<file path="src/design/cp0_defines.svh">
`ifndef CP0_DEFINES_SVH
`define CP0_DEFINES_SVH

// cp0 register numbers
`define CP0_REG_BADVADDR 5'd8
`define CP0_REG_COUNT    5'd9
`define CP0_REG_COMPARE  5'd11
`define CP0_REG_STATUS   5'd12
`define CP0_REG_CAUSE    5'd13
`define CP0_REG_EPC      5'd14
`define CP0_REG_PRID     5'd15
`define CP0_REG_CONFIG   5'd16

// exception type word from the pipeline
`define EXC_T_INT  32'h0000_0001
`define EXC_T_ADEL 32'h0000_0004
`define EXC_T_ADES 32'h0000_0005
`define EXC_T_SYS  32'h0000_0008
`define EXC_T_BP   32'h0000_0009
`define EXC_T_RI   32'h0000_000a
`define EXC_T_OV   32'h0000_000c
`define EXC_T_TR   32'h0000_000d
`define EXC_T_ERET 32'h0000_000e

// cause.exccode values
`define EXCCODE_INT  5'h00
`define EXCCODE_ADEL 5'h04
`define EXCCODE_ADES 5'h05
`define EXCCODE_SYS  5'h08
`define EXCCODE_BP   5'h09
`define EXCCODE_RI   5'h0a
`define EXCCODE_OV   5'h0c
`define EXCCODE_TR   5'h0d

`define STATUS_RESET  32'h1000_0000
`define PRID_VALUE    32'h0000_4220
`define CONFIG0_VALUE 32'h8000_0082
`define CONFIG1_VALUE 32'h0021_1080

`define STATUS_EXL_BIT 1
`define CAUSE_BD_BIT   31
`define CAUSE_IP_MSB   15
`define CAUSE_IP_LSB   10
`define CAUSE_EXC_MSB  6
`define CAUSE_EXC_LSB  2
`define CAUSE_WMASK    32'h00c0_0300 // bits 23, 22, 9:8

`endif

</file>
<file path="src/design/cp0_pkg.sv">
`default_nettype none

package cp0_pkg;

    // data and address words
    typedef logic [31:0] word_t;

    // register addressing
    typedef logic [4:0] reg_num_t;
    typedef logic [2:0] reg_sel_t;

    // exception type as reported by the pipeline, one-hot-ish codes
    typedef logic [31:0] exc_type_t;

    typedef logic [4:0] exc_code_t; // cause[6:2]

    typedef logic [5:0] hw_int_t; // hw interrupt lines

endpackage

`default_nettype wire

</file>
<file path="src/design/cp0_ifc.sv">
`default_nettype none

// software write from the core, one-cycle strobe
interface cp0_wr_if;
    logic             we;
    cp0_pkg::reg_num_t num;
    cp0_pkg::reg_sel_t sel;
    cp0_pkg::word_t    wdata;

    modport src (
        output we,
        output num,
        output sel,
        output wdata
    );

    modport dst (
        input we,
        input num,
        input sel,
        input wdata
    );
endinterface

// exception report, sampled every cycle
interface cp0_exc_if;
    cp0_pkg::exc_type_t exc_type;
    cp0_pkg::word_t     pc;
    cp0_pkg::word_t     bad_vaddr;
    logic               in_delayslot;

    modport src (
        output exc_type,
        output pc,
        output bad_vaddr,
        output in_delayslot
    );

    modport dst (
        input exc_type,
        input pc,
        input bad_vaddr,
        input in_delayslot
    );
endinterface

`default_nettype wire

</file>
<file path="src/design/cp0_exc_regs.sv">
`default_nettype none

`include "cp0_defines.svh"

module cp0_exc_regs (
    input  wire logic             clk,
    input  wire logic             rst,
    cp0_wr_if.dst                 wr,
    cp0_exc_if.dst                exc,
    input  wire cp0_pkg::hw_int_t int_i,
    output cp0_pkg::word_t        status_o,
    output cp0_pkg::word_t        cause_o,
    output cp0_pkg::word_t        epc_o,
    output cp0_pkg::word_t        badvaddr_o
);

    cp0_pkg::word_t     status_q;
    cp0_pkg::word_t     cause_q;
    cp0_pkg::word_t     epc_q;
    cp0_pkg::word_t     badvaddr_q;

    cp0_pkg::exc_code_t exc_code;
    logic               exc_valid;  // entry, eret excluded
    logic               is_eret;
    logic               bad_cap;    // address error carries a vaddr
    logic               int_exc;    // epc taken regardless of exl
    logic               epc_upd;
    cp0_pkg::word_t     epc_next;
    logic               wr_ok;

    assign wr_ok = wr.we && (wr.sel == 3'd0);

    // exception type decode
    always_comb begin
        exc_valid = 1'b1;
        is_eret   = 1'b0;
        bad_cap   = 1'b0;
        int_exc   = 1'b0;
        exc_code  = `EXCCODE_INT;
        case (exc.exc_type)
            `EXC_T_INT: begin
                int_exc = 1'b1;
            end
            `EXC_T_ADEL: begin
                exc_code = `EXCCODE_ADEL;
                bad_cap  = 1'b1;
            end
            `EXC_T_ADES: begin
                exc_code = `EXCCODE_ADES;
                bad_cap  = 1'b1;
            end
            `EXC_T_SYS:  exc_code = `EXCCODE_SYS;
            `EXC_T_BP:   exc_code = `EXCCODE_BP;
            `EXC_T_RI:   exc_code = `EXCCODE_RI;
            `EXC_T_OV:   exc_code = `EXCCODE_OV;
            `EXC_T_TR:   exc_code = `EXCCODE_TR;
            `EXC_T_ERET: begin
                exc_valid = 1'b0;
                is_eret   = 1'b1;
            end
            default: begin
                exc_valid = 1'b0; // no exception
            end
        endcase
    end

    // nested exceptions keep the first epc, interrupts always take it
    assign epc_upd  = exc_valid && (!status_q[`STATUS_EXL_BIT] || int_exc);
    assign epc_next = exc.in_delayslot ? (exc.pc - 32'd4) : exc.pc;

    always_ff @(posedge clk) begin
        if (rst) begin
            status_q   <= `STATUS_RESET;
            cause_q    <= '0;
            epc_q      <= '0;
            badvaddr_q <= '0;
        end else begin
            if (wr_ok) begin
                case (wr.num)
                    `CP0_REG_STATUS:   status_q   <= wr.wdata;
                    `CP0_REG_EPC:      epc_q      <= wr.wdata;
                    `CP0_REG_BADVADDR: badvaddr_q <= wr.wdata;
                    `CP0_REG_CAUSE: begin
                        cause_q <= (cause_q & ~`CAUSE_WMASK) | (wr.wdata & `CAUSE_WMASK);
                    end
                    default: ;
                endcase
            end

            cause_q[`CAUSE_IP_MSB:`CAUSE_IP_LSB] <= int_i;

            // exception fields land after the sw write so they win
            if (exc_valid) begin
                status_q[`STATUS_EXL_BIT]              <= 1'b1;
                cause_q[`CAUSE_EXC_MSB:`CAUSE_EXC_LSB] <= exc_code;
                if (epc_upd) begin
                    epc_q                  <= epc_next;
                    cause_q[`CAUSE_BD_BIT] <= exc.in_delayslot;
                end
                if (bad_cap) begin
                    badvaddr_q <= exc.bad_vaddr;
                end
            end else if (is_eret) begin
                status_q[`STATUS_EXL_BIT] <= 1'b0;
            end
        end
    end

    assign status_o   = status_q;
    assign cause_o    = cause_q;
    assign epc_o      = epc_q;
    assign badvaddr_o = badvaddr_q;

endmodule

`default_nettype wire

</file>
<file path="src/design/cp0_read_mux.sv">
`default_nettype none

`include "cp0_defines.svh"

module cp0_read_mux (
    input  wire cp0_pkg::reg_num_t raddr_i,
    input  wire cp0_pkg::reg_sel_t rsel_i,
    input  wire cp0_pkg::word_t    count_i,
    input  wire cp0_pkg::word_t    compare_i,
    input  wire cp0_pkg::word_t    status_i,
    input  wire cp0_pkg::word_t    cause_i,
    input  wire cp0_pkg::word_t    epc_i,
    input  wire cp0_pkg::word_t    badvaddr_i,
    output cp0_pkg::word_t         data_o
);

    cp0_pkg::word_t config_word;

    // config has two selects, the rest read as zero
    always_comb begin
        case (rsel_i)
            3'd0:    config_word = `CONFIG0_VALUE;
            3'd1:    config_word = `CONFIG1_VALUE;
            default: config_word = '0;
        endcase
    end

    always_comb begin
        case (raddr_i)
            `CP0_REG_BADVADDR: data_o = badvaddr_i;
            `CP0_REG_COUNT:    data_o = count_i;
            `CP0_REG_COMPARE:  data_o = compare_i;
            `CP0_REG_STATUS:   data_o = status_i;
            `CP0_REG_CAUSE:    data_o = cause_i;
            `CP0_REG_EPC:      data_o = epc_i;
            `CP0_REG_PRID:     data_o = `PRID_VALUE;
            `CP0_REG_CONFIG:   data_o = config_word;
            default:           data_o = '0; // unimplemented
        endcase
    end

endmodule

`default_nettype wire

</file>
<file path="src/design/cp0_timer.sv">
`default_nettype none

`include "cp0_defines.svh"

module cp0_timer (
    input  wire logic     clk,
    input  wire logic     rst,
    cp0_wr_if.dst         wr,
    output cp0_pkg::word_t count_o,
    output cp0_pkg::word_t compare_o,
    output logic          timer_int_o
);

    logic           tick;
    cp0_pkg::word_t count_q;
    cp0_pkg::word_t compare_q;
    logic           timer_int_q;
    logic           wr_ok;
    logic           wr_count;
    logic           wr_compare;
    logic           match;

    assign wr_ok      = wr.we && (wr.sel == 3'd0);
    assign wr_count   = wr_ok && (wr.num == `CP0_REG_COUNT);
    assign wr_compare = wr_ok && (wr.num == `CP0_REG_COMPARE);

    // compare of zero never fires
    assign match = (compare_q != 32'd0) && (count_q == compare_q);

    always_ff @(posedge clk) begin
        if (rst) begin
            tick        <= 1'b0;
            count_q     <= '0;
            compare_q   <= '0;
            timer_int_q <= 1'b0;
        end else begin
            tick <= ~tick; // half rate

            if (wr_count) begin
                count_q <= wr.wdata;
            end else if (tick) begin
                count_q <= count_q + 32'd1;
            end

            if (wr_compare) begin
                compare_q <= wr.wdata;
            end

            // compare write acks the interrupt
            if (wr_compare) begin
                timer_int_q <= 1'b0;
            end else if (match) begin
                timer_int_q <= 1'b1;
            end
        end
    end

    assign count_o     = count_q;
    assign compare_o   = compare_q;
    assign timer_int_o = timer_int_q;

endmodule

`default_nettype wire

</file>
<file path="src/design/cp0_top.sv">
`default_nettype none

module cp0_top (
    input  wire logic               clk,
    input  wire logic               rst,

    // software access
    input  wire logic               we_i,
    input  wire cp0_pkg::reg_num_t  waddr_i,
    input  wire cp0_pkg::reg_sel_t  wsel_i,
    input  wire cp0_pkg::reg_num_t  raddr_i,
    input  wire cp0_pkg::reg_sel_t  rsel_i,
    input  wire cp0_pkg::word_t     data_i,

    input  wire cp0_pkg::hw_int_t   int_i,

    // exception report from the pipeline
    input  wire cp0_pkg::exc_type_t excepttype_i,
    input  wire cp0_pkg::word_t     pc_i,
    input  wire cp0_pkg::word_t     bad_vaddr_i,
    input  wire logic               in_delayslot_i,

    output cp0_pkg::word_t          data_o,
    output cp0_pkg::word_t          status_o,
    output cp0_pkg::word_t          cause_o,
    output cp0_pkg::word_t          epc_o,
    output logic                    timer_int_o
);

    cp0_pkg::word_t count;
    cp0_pkg::word_t compare;
    cp0_pkg::word_t badvaddr;

    cp0_wr_if  wr_bus ();
    cp0_exc_if exc_bus ();

    assign wr_bus.we    = we_i;
    assign wr_bus.num   = waddr_i;
    assign wr_bus.sel   = wsel_i;
    assign wr_bus.wdata = data_i;

    assign exc_bus.exc_type     = excepttype_i;
    assign exc_bus.pc           = pc_i;
    assign exc_bus.bad_vaddr    = bad_vaddr_i;
    assign exc_bus.in_delayslot = in_delayslot_i;

    cp0_timer u_timer (
        .clk         (clk),
        .rst         (rst),
        .wr          (wr_bus),
        .count_o     (count),
        .compare_o   (compare),
        .timer_int_o (timer_int_o)
    );

    cp0_exc_regs u_exc_regs (
        .clk        (clk),
        .rst        (rst),
        .wr         (wr_bus),
        .exc        (exc_bus),
        .int_i      (int_i),
        .status_o   (status_o),
        .cause_o    (cause_o),
        .epc_o      (epc_o),
        .badvaddr_o (badvaddr)
    );

    cp0_read_mux u_read_mux (
        .raddr_i    (raddr_i),
        .rsel_i     (rsel_i),
        .count_i    (count),
        .compare_i  (compare),
        .status_i   (status_o),
        .cause_i    (cause_o),
        .epc_i      (epc_o),
        .badvaddr_i (badvaddr),
        .data_o     (data_o)
    );

endmodule

`default_nettype wire

</file>
<file path="config.mk">
export PLATFORM = sky130hd
export DESIGN_NAME = cp0_top
export DESIGN_NICKNAME = d
export VERILOG_FILES = /design/src/design/cp0_pkg.sv /design/src/design/cp0_ifc.sv /design/src/design/cp0_exc_regs.sv /design/src/design/cp0_read_mux.sv /design/src/design/cp0_timer.sv /design/src/design/cp0_top.sv
export VERILOG_INCLUDE_DIRS = /design/src /design/src/design
export SDC_FILE = /design/constraint.sdc
export NUM_CORES = 1
export LEC_CHECK = 0
export ABC_AREA = 1
export BUFFER_PORTS_ARGS = -buffer_cell sky130_fd_sc_hd__buf_2
export CAP_MARGIN = 20
export CORE_MARGIN = 4
export CORE_UTILIZATION = 40
export CTS_BUF_LIST = sky130_fd_sc_hd__clkbuf_4 sky130_fd_sc_hd__clkbuf_8
export DETAILED_ROUTE_END_ITERATION = 16
export PLACE_DENSITY = 0.69
export SLEW_MARGIN = 10
export SYNTH_ARGS = -nofsm -noshare
export SYNTH_HDL_FRONTEND = slang
export SYNTH_HIERARCHICAL = 1
export SYNTH_SLANG_ARGS = --single-unit
export TNS_END_PERCENT = 10
</file>
<file path="constraint.sdc">
create_clock -name clk -period 4.4 [get_ports clk]
set_input_delay 0 -clock clk [delete_from_list [all_inputs] [get_ports clk]]
set_output_delay 0 -clock clk [all_outputs]
set_load 0.02 [all_outputs]
</file>
## After elaboration in Yosys (flattened, before gate mapping)

Index checks and enable logic that the tools add are counted.

- Add/sub/neg operators: 2
- Multipliers: 0
- Div/mod/pow operators: 0
- Magnitude comparators: 0
- Equal/unequal tests: 25
- Shift-type cells: 0
- Multiplexer cells: 27
- Bitwise operators: 2
- Reduce and logical (&&, ||, !) cells: 22

Operator list:

| operator | number |
|---|---|
| $mux W32 | 13 |
| $pmux W32 S8 | 1 |
| $eq A32 B4 Y1 const B | 6 |
| $eq A5 B4 Y1 const B | 13 |
| $eq A32 B3 Y1 const B | 2 |
| $pmux W32 S2 | 1 |
| $add A32 B1 Y32 const B | 1 |
| $eq A32 B1 Y1 const B | 1 |
| $eq A32 B32 Y1 | 1 |
| $or A32 B24 Y32 | 1 |
| $reduce_bool A32 Y1 | 1 |
| $sub A32 B3 Y32 const B | 1 |
| $pmux W4 S7 | 1 |
| $mux W1 | 8 |
| $reduce_and A2 Y1 | 4 |
| $reduce_or A8 Y1 | 1 |
| $logic_not A3 Y1 | 2 |
| $reduce_bool A2 Y1 | 3 |
| $reduce_bool A3 Y1 | 2 |
| $eq A5 B5 Y1 const B | 1 |
| $logic_and A1 B1 Y1 | 5 |
| $mux W5 | 1 |
| $mux W2 | 2 |
| $reduce_or A2 Y1 | 2 |
| other kinds (4) | 4 |

- Bits in registers: 194
- Latch bits: 0
- Bits in writable memories: 0
- Bits in read-only memories: 0
- Output and inout bits: 129
- Word-level logic and storage cells: 89
- Memories kept: 0

## Logic depth before layout (Yosys ltp)

- Word-level depth: 6
- Gate-level depth with buffers: 13
- Mapped depth without buffers: 13

## Modules after synthesis

Netlist, hierarchy kept.

Modules (own cells, without submodules):

| module | times used | cells an instance | area each (um2) |
|---|---|---|---|
| cp0_exc_regs | 1 | 893 | 5954.5 |
| cp0_timer | 1 | 658 | 4170.2 |
| cp0_read_mux | 1 | 442 | 1948.1 |

## Least setup slack after synthesis

OpenSTA, ideal clock, no wires.

- Path type: register -> register
- Start point: reg u_timer.count_q[1] (netlist: u_timer/count_o[1])
- End point: reg u_timer.count_q[20] (netlist: u_timer/count_o[20])
- Library setup time: 0.128 ns
- Data arrival time: 1.334 ns
- Data required time: 4.272 ns
- Slack: 2.939 ns
- Cell stages (with the launch flop): 11
- Buffers on the path: 0
- Period minus slack after synthesis: 1.461 ns
- Cells stage by stage: dfxtp_1 ha_1 nand3_2 nor2_4 nand2_4 nor2_4 nand2_1 nand2_1 nand2_1 a21oi_1 nor2_1

- Cells in the longest elaborated chain, start to end: 3

Ends and longest elaborated chain:

| item | line | source |
|---|---|---|
| start: declaration | cp0_timer.sv:15 | `cp0_pkg::word_t count_q;` |
| start signal: assignment | cp0_timer.sv:40 | `count_q <= wr.wdata;` |
| start signal: assignment | cp0_timer.sv:42 | `count_q <= count_q + 32'd1;` |
| $add A32 B1 Y32 | cp0_timer.sv:42 |  |
| $mux W32 | cp0_timer.sv:41 | `end else if (tick) begin` |
| $mux W32 | cp0_timer.sv:39 | `if (wr_count) begin` |

No other way between the ends. The select of a mux whose other input is x is not followed.
A chain may end at the register's enable or synchronous reset.

## Worst setup path after layout

- Start point: in excepttype_i[14]
- End point: reg u_exc_regs.badvaddr_q[14] (netlist: u_exc_regs/badvaddr_o[14])

- Cells in the longest elaborated chain, start to end: 5

Ends and longest elaborated chain:

| item | line | source |
|---|---|---|
| start: declaration | cp0_top.sv:18 | `input wire cp0_pkg::exc_type_t excepttype_i,` |
| $eq A32 B3 Y1 | cp0_exc_regs.sv:40 | `case (exc.exc_type)` |
| $reduce_or A2 Y1 (no line) | n/a |  |
| $mux W1 | cp0_exc_regs.sv:40 |  |
| $mux W32 | cp0_exc_regs.sv:100 | `if (bad_cap) begin` |
| $mux W32 * | cp0_exc_regs.sv:93 | `if (exc_valid) begin` |
| end signal: assignment | cp0_exc_regs.sv:82 | `` `CP0_REG_BADVADDR: badvaddr_q <= wr.wdata; `` |
| end signal: assignment | cp0_exc_regs.sv:101 | `badvaddr_q <= exc.bad_vaddr;` |
| end: declaration | cp0_exc_regs.sv:20 | `cp0_pkg::word_t badvaddr_q;` |

Every way passes the cells marked *; elsewhere a longest branch is shown, timed or not.

==> flow_summary.ini <==
[drt]
firstDrtPassIters = 5
wl_per_cell_um = 18.7
antenna_left = 0
wirelength_mm = 50.7
drt_iter0_markers = 2005
avgViaCountPerCell = 5.32
vias = 14400
drc = 0

[grt]
grt_pass1_wl_mm = 77.1
antenna_found_initial = 1
grt_pass1_vias = 13500
track_usage = 0.295
grt.overflow.total = 0
grt_start_max_net_pins = 65

[logic_synthesis]
synthFlopType = dfxtp_1
synth_mux_area_frac = 0.00249
ys_seq_area_frac = 0.294
synth_xor_area_frac = 0.0370
ys_warn_count = 6
synth_edf_count = 0
synth_top_family_by_area = simple AND/OR/NAND/NOR gates
syn_inst = 1993
synth_seq_cells = 177
synth-compound-area-share = 0.151
postSynthAreaPerCell_um2 = 6.06
synth_area_um2 = 12100
ys_async_sr_fraction = 0
yosys.area_share.simple = 0.396
ys_types = 45
yosys.area_share.adder = 0.00207

[min_path]
min_path_type = primary input to flop

[worst_setup_path]
reg2reg_depth = 7
timing.rr.start = u_timer/count_o[0]
critPathLaunch = excepttype_i[14]
crit_path_end_kind = flop
critPathArrivalTime_ns = 3.04
cp.required_ns = 4.79
worstSetupPathType = primary input to flop
worst-path-max-fanout = 46
r2r_end = u_timer/count_o[6]
worstSetupStartpointType = primary input
r2r_slack_ns = 2.37
setup.worst_path.end = u_exc_regs/badvaddr_o[14]

[sta]
final-setup-viol-count = 0
finalHoldViolations = 0
finalCritPeriodShare = 0.602
maxSlewHeadroom = 0.345
timing.fmax_ghz = 0.377
setup_tns_ns = 0
finalClockSkew_ns = 0.0179
period_minus_slack_ns = 2.65
final_max_slew_viol_count = 0
tightestPinTransition_ns = 0.979
grt_setup_unrepaired = false
layout_setup_ws_ns = 1.75
hold_ws_ns = 0.0208

[floorplanning]
start_util = 0.406
dieArea_um2 = 33000
fp.dieW_um = 182
placementRows = 63
core_area_um2 = 29700
die_h_um = 182
io_pins = 283

[power]
power.density_nw_per_um2 = 222
p_leak_nw = 7.23
ir_drop_v = 0.000160
power_mw = 3.36

[clock_network]
tritoncts = built
clk_pin_slew_ns = 0.11
clock_latency_ns = 0.49
cts.sinks = 177
clockRootBuffer = clkbuf_8
post_cts_buffers = 0
numCtsBuffers = 17
cts_max_level = 4
cts-root-to-sink-buffers = 2
cts_resized = 0

[placed_design]
placed_area_um2 = 13500
hpwl_mm = 38.5
placed_cells = 2564
routabilityCongestion = 0.977
io_buffers = 265
place_worst_setup_slack_ns = 1.89

[final_layout]
finalNonFillerCells = 2715
layout_commonest_cell = nand2_1
layout_common_cells = 479 x nand2_1, 276 x nor2_1, 265 x buf_2
syn_to_final_growth_pct = 25.5
postLayoutCoreUtil = 0.510
num_antenna_cells = 0
drive_gt1_frac = 0.174
fin_nets = 2468
design_area_um2 = 15200

[outcome]
status = completed

[run]
max-cap-violations = 0
## per-layer routing
layer | vias up | global-route usage | wire length, µm
li1 | 7022 | - | -
met1 | 6539 | 0.386 | 21000
met2 | 769 | 0.480 | 22900
met3 | 111 | 0.0679 | 4940
met4 | 2 | 0.102 | 1910
met5 | - | 0 | 7
## worst min path at each step
stage | from | slack, ns | depth (start not counted) | to
finish | waddr_i[2] | 0.02 | 4 | u_timer/count_o[2]
global route | pc_i[20] | 0.02 | 5 | u_exc_regs/epc_o[20]
CTS | pc_i[30] | 0.0004 | 7 | u_exc_regs/epc_o[30]
detailed placement | int_i[5] | 0.21 | 3 | u_exc_regs/cause_o[15]
global placement | int_i[1] | 0.20 | 3 | u_exc_regs/cause_o[11]
floorplan | int_i[0] | 0.11 | 2 | u_exc_regs/cause_o[10]
## registers in the layout, summed over array words and instances, names as in the netlist
| register | flops |
|---|---|
| u_exc_regs/status_o | 32 |
| u_timer/count_o | 32 |
| u_timer/tick | 1 |
| u_exc_regs/cause_o | 15 |
| u_exc_regs/badvaddr_o | 32 |
| u_exc_regs/epc_o | 32 |
| u_timer/timer_int_o | 1 |
| u_timer/compare_o | 32 |
## timing repair
action,in CTS,in global routing
setup endpoints to repair,0,0
hold buffers,115,0
endpoints found under the hold margin,165,0
## cell type report
class / instances / area (µm²)
clock inverters: 13 / 173
well taps: 390 / 488
flip-flops and latches: 177 / 3540
repair buffers: 397 / 2680
fillers: 3017 / 14600
multi-input cells: 1499 / 7190
clock buffers: 19 / 255
inverters: 220 / 828
## synth_stat cells, types with 3 or more instances
| library cell | instances | area share |
|---|---|---|
| a21oi_1 | 133 | 0.055 |
| a31oi_1 | 33 | 0.017 |
| buf_2 | 33 | 0.014 |
| buf_4 | 27 | 0.017 |
| buf_6 | 3 | 0.0028 |
| clkbuf_1 | 48 | 0.015 |
| dfxtp_1 | 177 | 0.29 |
| inv_1 | 208 | 0.065 |
| inv_2 | 10 | 0.0031 |
| mux2i_1 | 3 | 0.0025 |
| nand2_1 | 480 | 0.15 |
| nand2_2 | 11 | 0.0057 |
| nand2_4 | 3 | 0.0028 |
| nand3_1 | 155 | 0.064 |
| nand3_2 | 4 | 0.0033 |
| nand3b_1 | 6 | 0.0037 |
| nand4_1 | 57 | 0.030 |
| nor2_1 | 276 | 0.086 |
| nor2_2 | 13 | 0.0067 |
| nor2_4 | 11 | 0.010 |
| nor3_1 | 25 | 0.010 |
| o211ai_1 | 3 | 0.0019 |
| o21ai_0 | 127 | 0.053 |
| o21ai_1 | 28 | 0.012 |
| o21bai_1 | 14 | 0.0087 |
| or2_0 | 5 | 0.0026 |
| or2_2 | 28 | 0.015 |
| xnor2_1 | 24 | 0.017 |
| xor2_1 | 27 | 0.020 |
## worst max-delay path: stages
cell           delay [ns]
dlygate4sd3_1        0.53
buf_2                0.12
nor2_1               0.12
nand2_1              0.11
nor2_4               0.20
nand2_1              0.08
nand2_1              0.10
nand2_2              0.48
buf_4                0.43
o21ai_0              0.20
a31oi_1              0.07
dlygate4sd3_1        0.57
## kinds of logic (layout without fill, tap and decap cells)
group / after synthesis / count (layout)
AND/OR/NAND/NOR: 1081 / 1081
AO/OA/AOI/OAI: 345 / 345
XOR/XNOR: 51 / 51
other: 1 / 17
buffers and inverters: 333 / 649
multiplexers: 3 / 3
flip-flops: 177 / 177
adder cells (fa/ha/maj): 2 / 2
## power by group
group | leakage [nW] | switching (mW) | internal, mW
logic | 5.59 | 0.299 | 0.177
clock network | 0.221 | 0.673 | 0.596
registers | 1.43 | 0.00925 | 1.61
No activity file was read; power rests on OpenSTA's default activity.
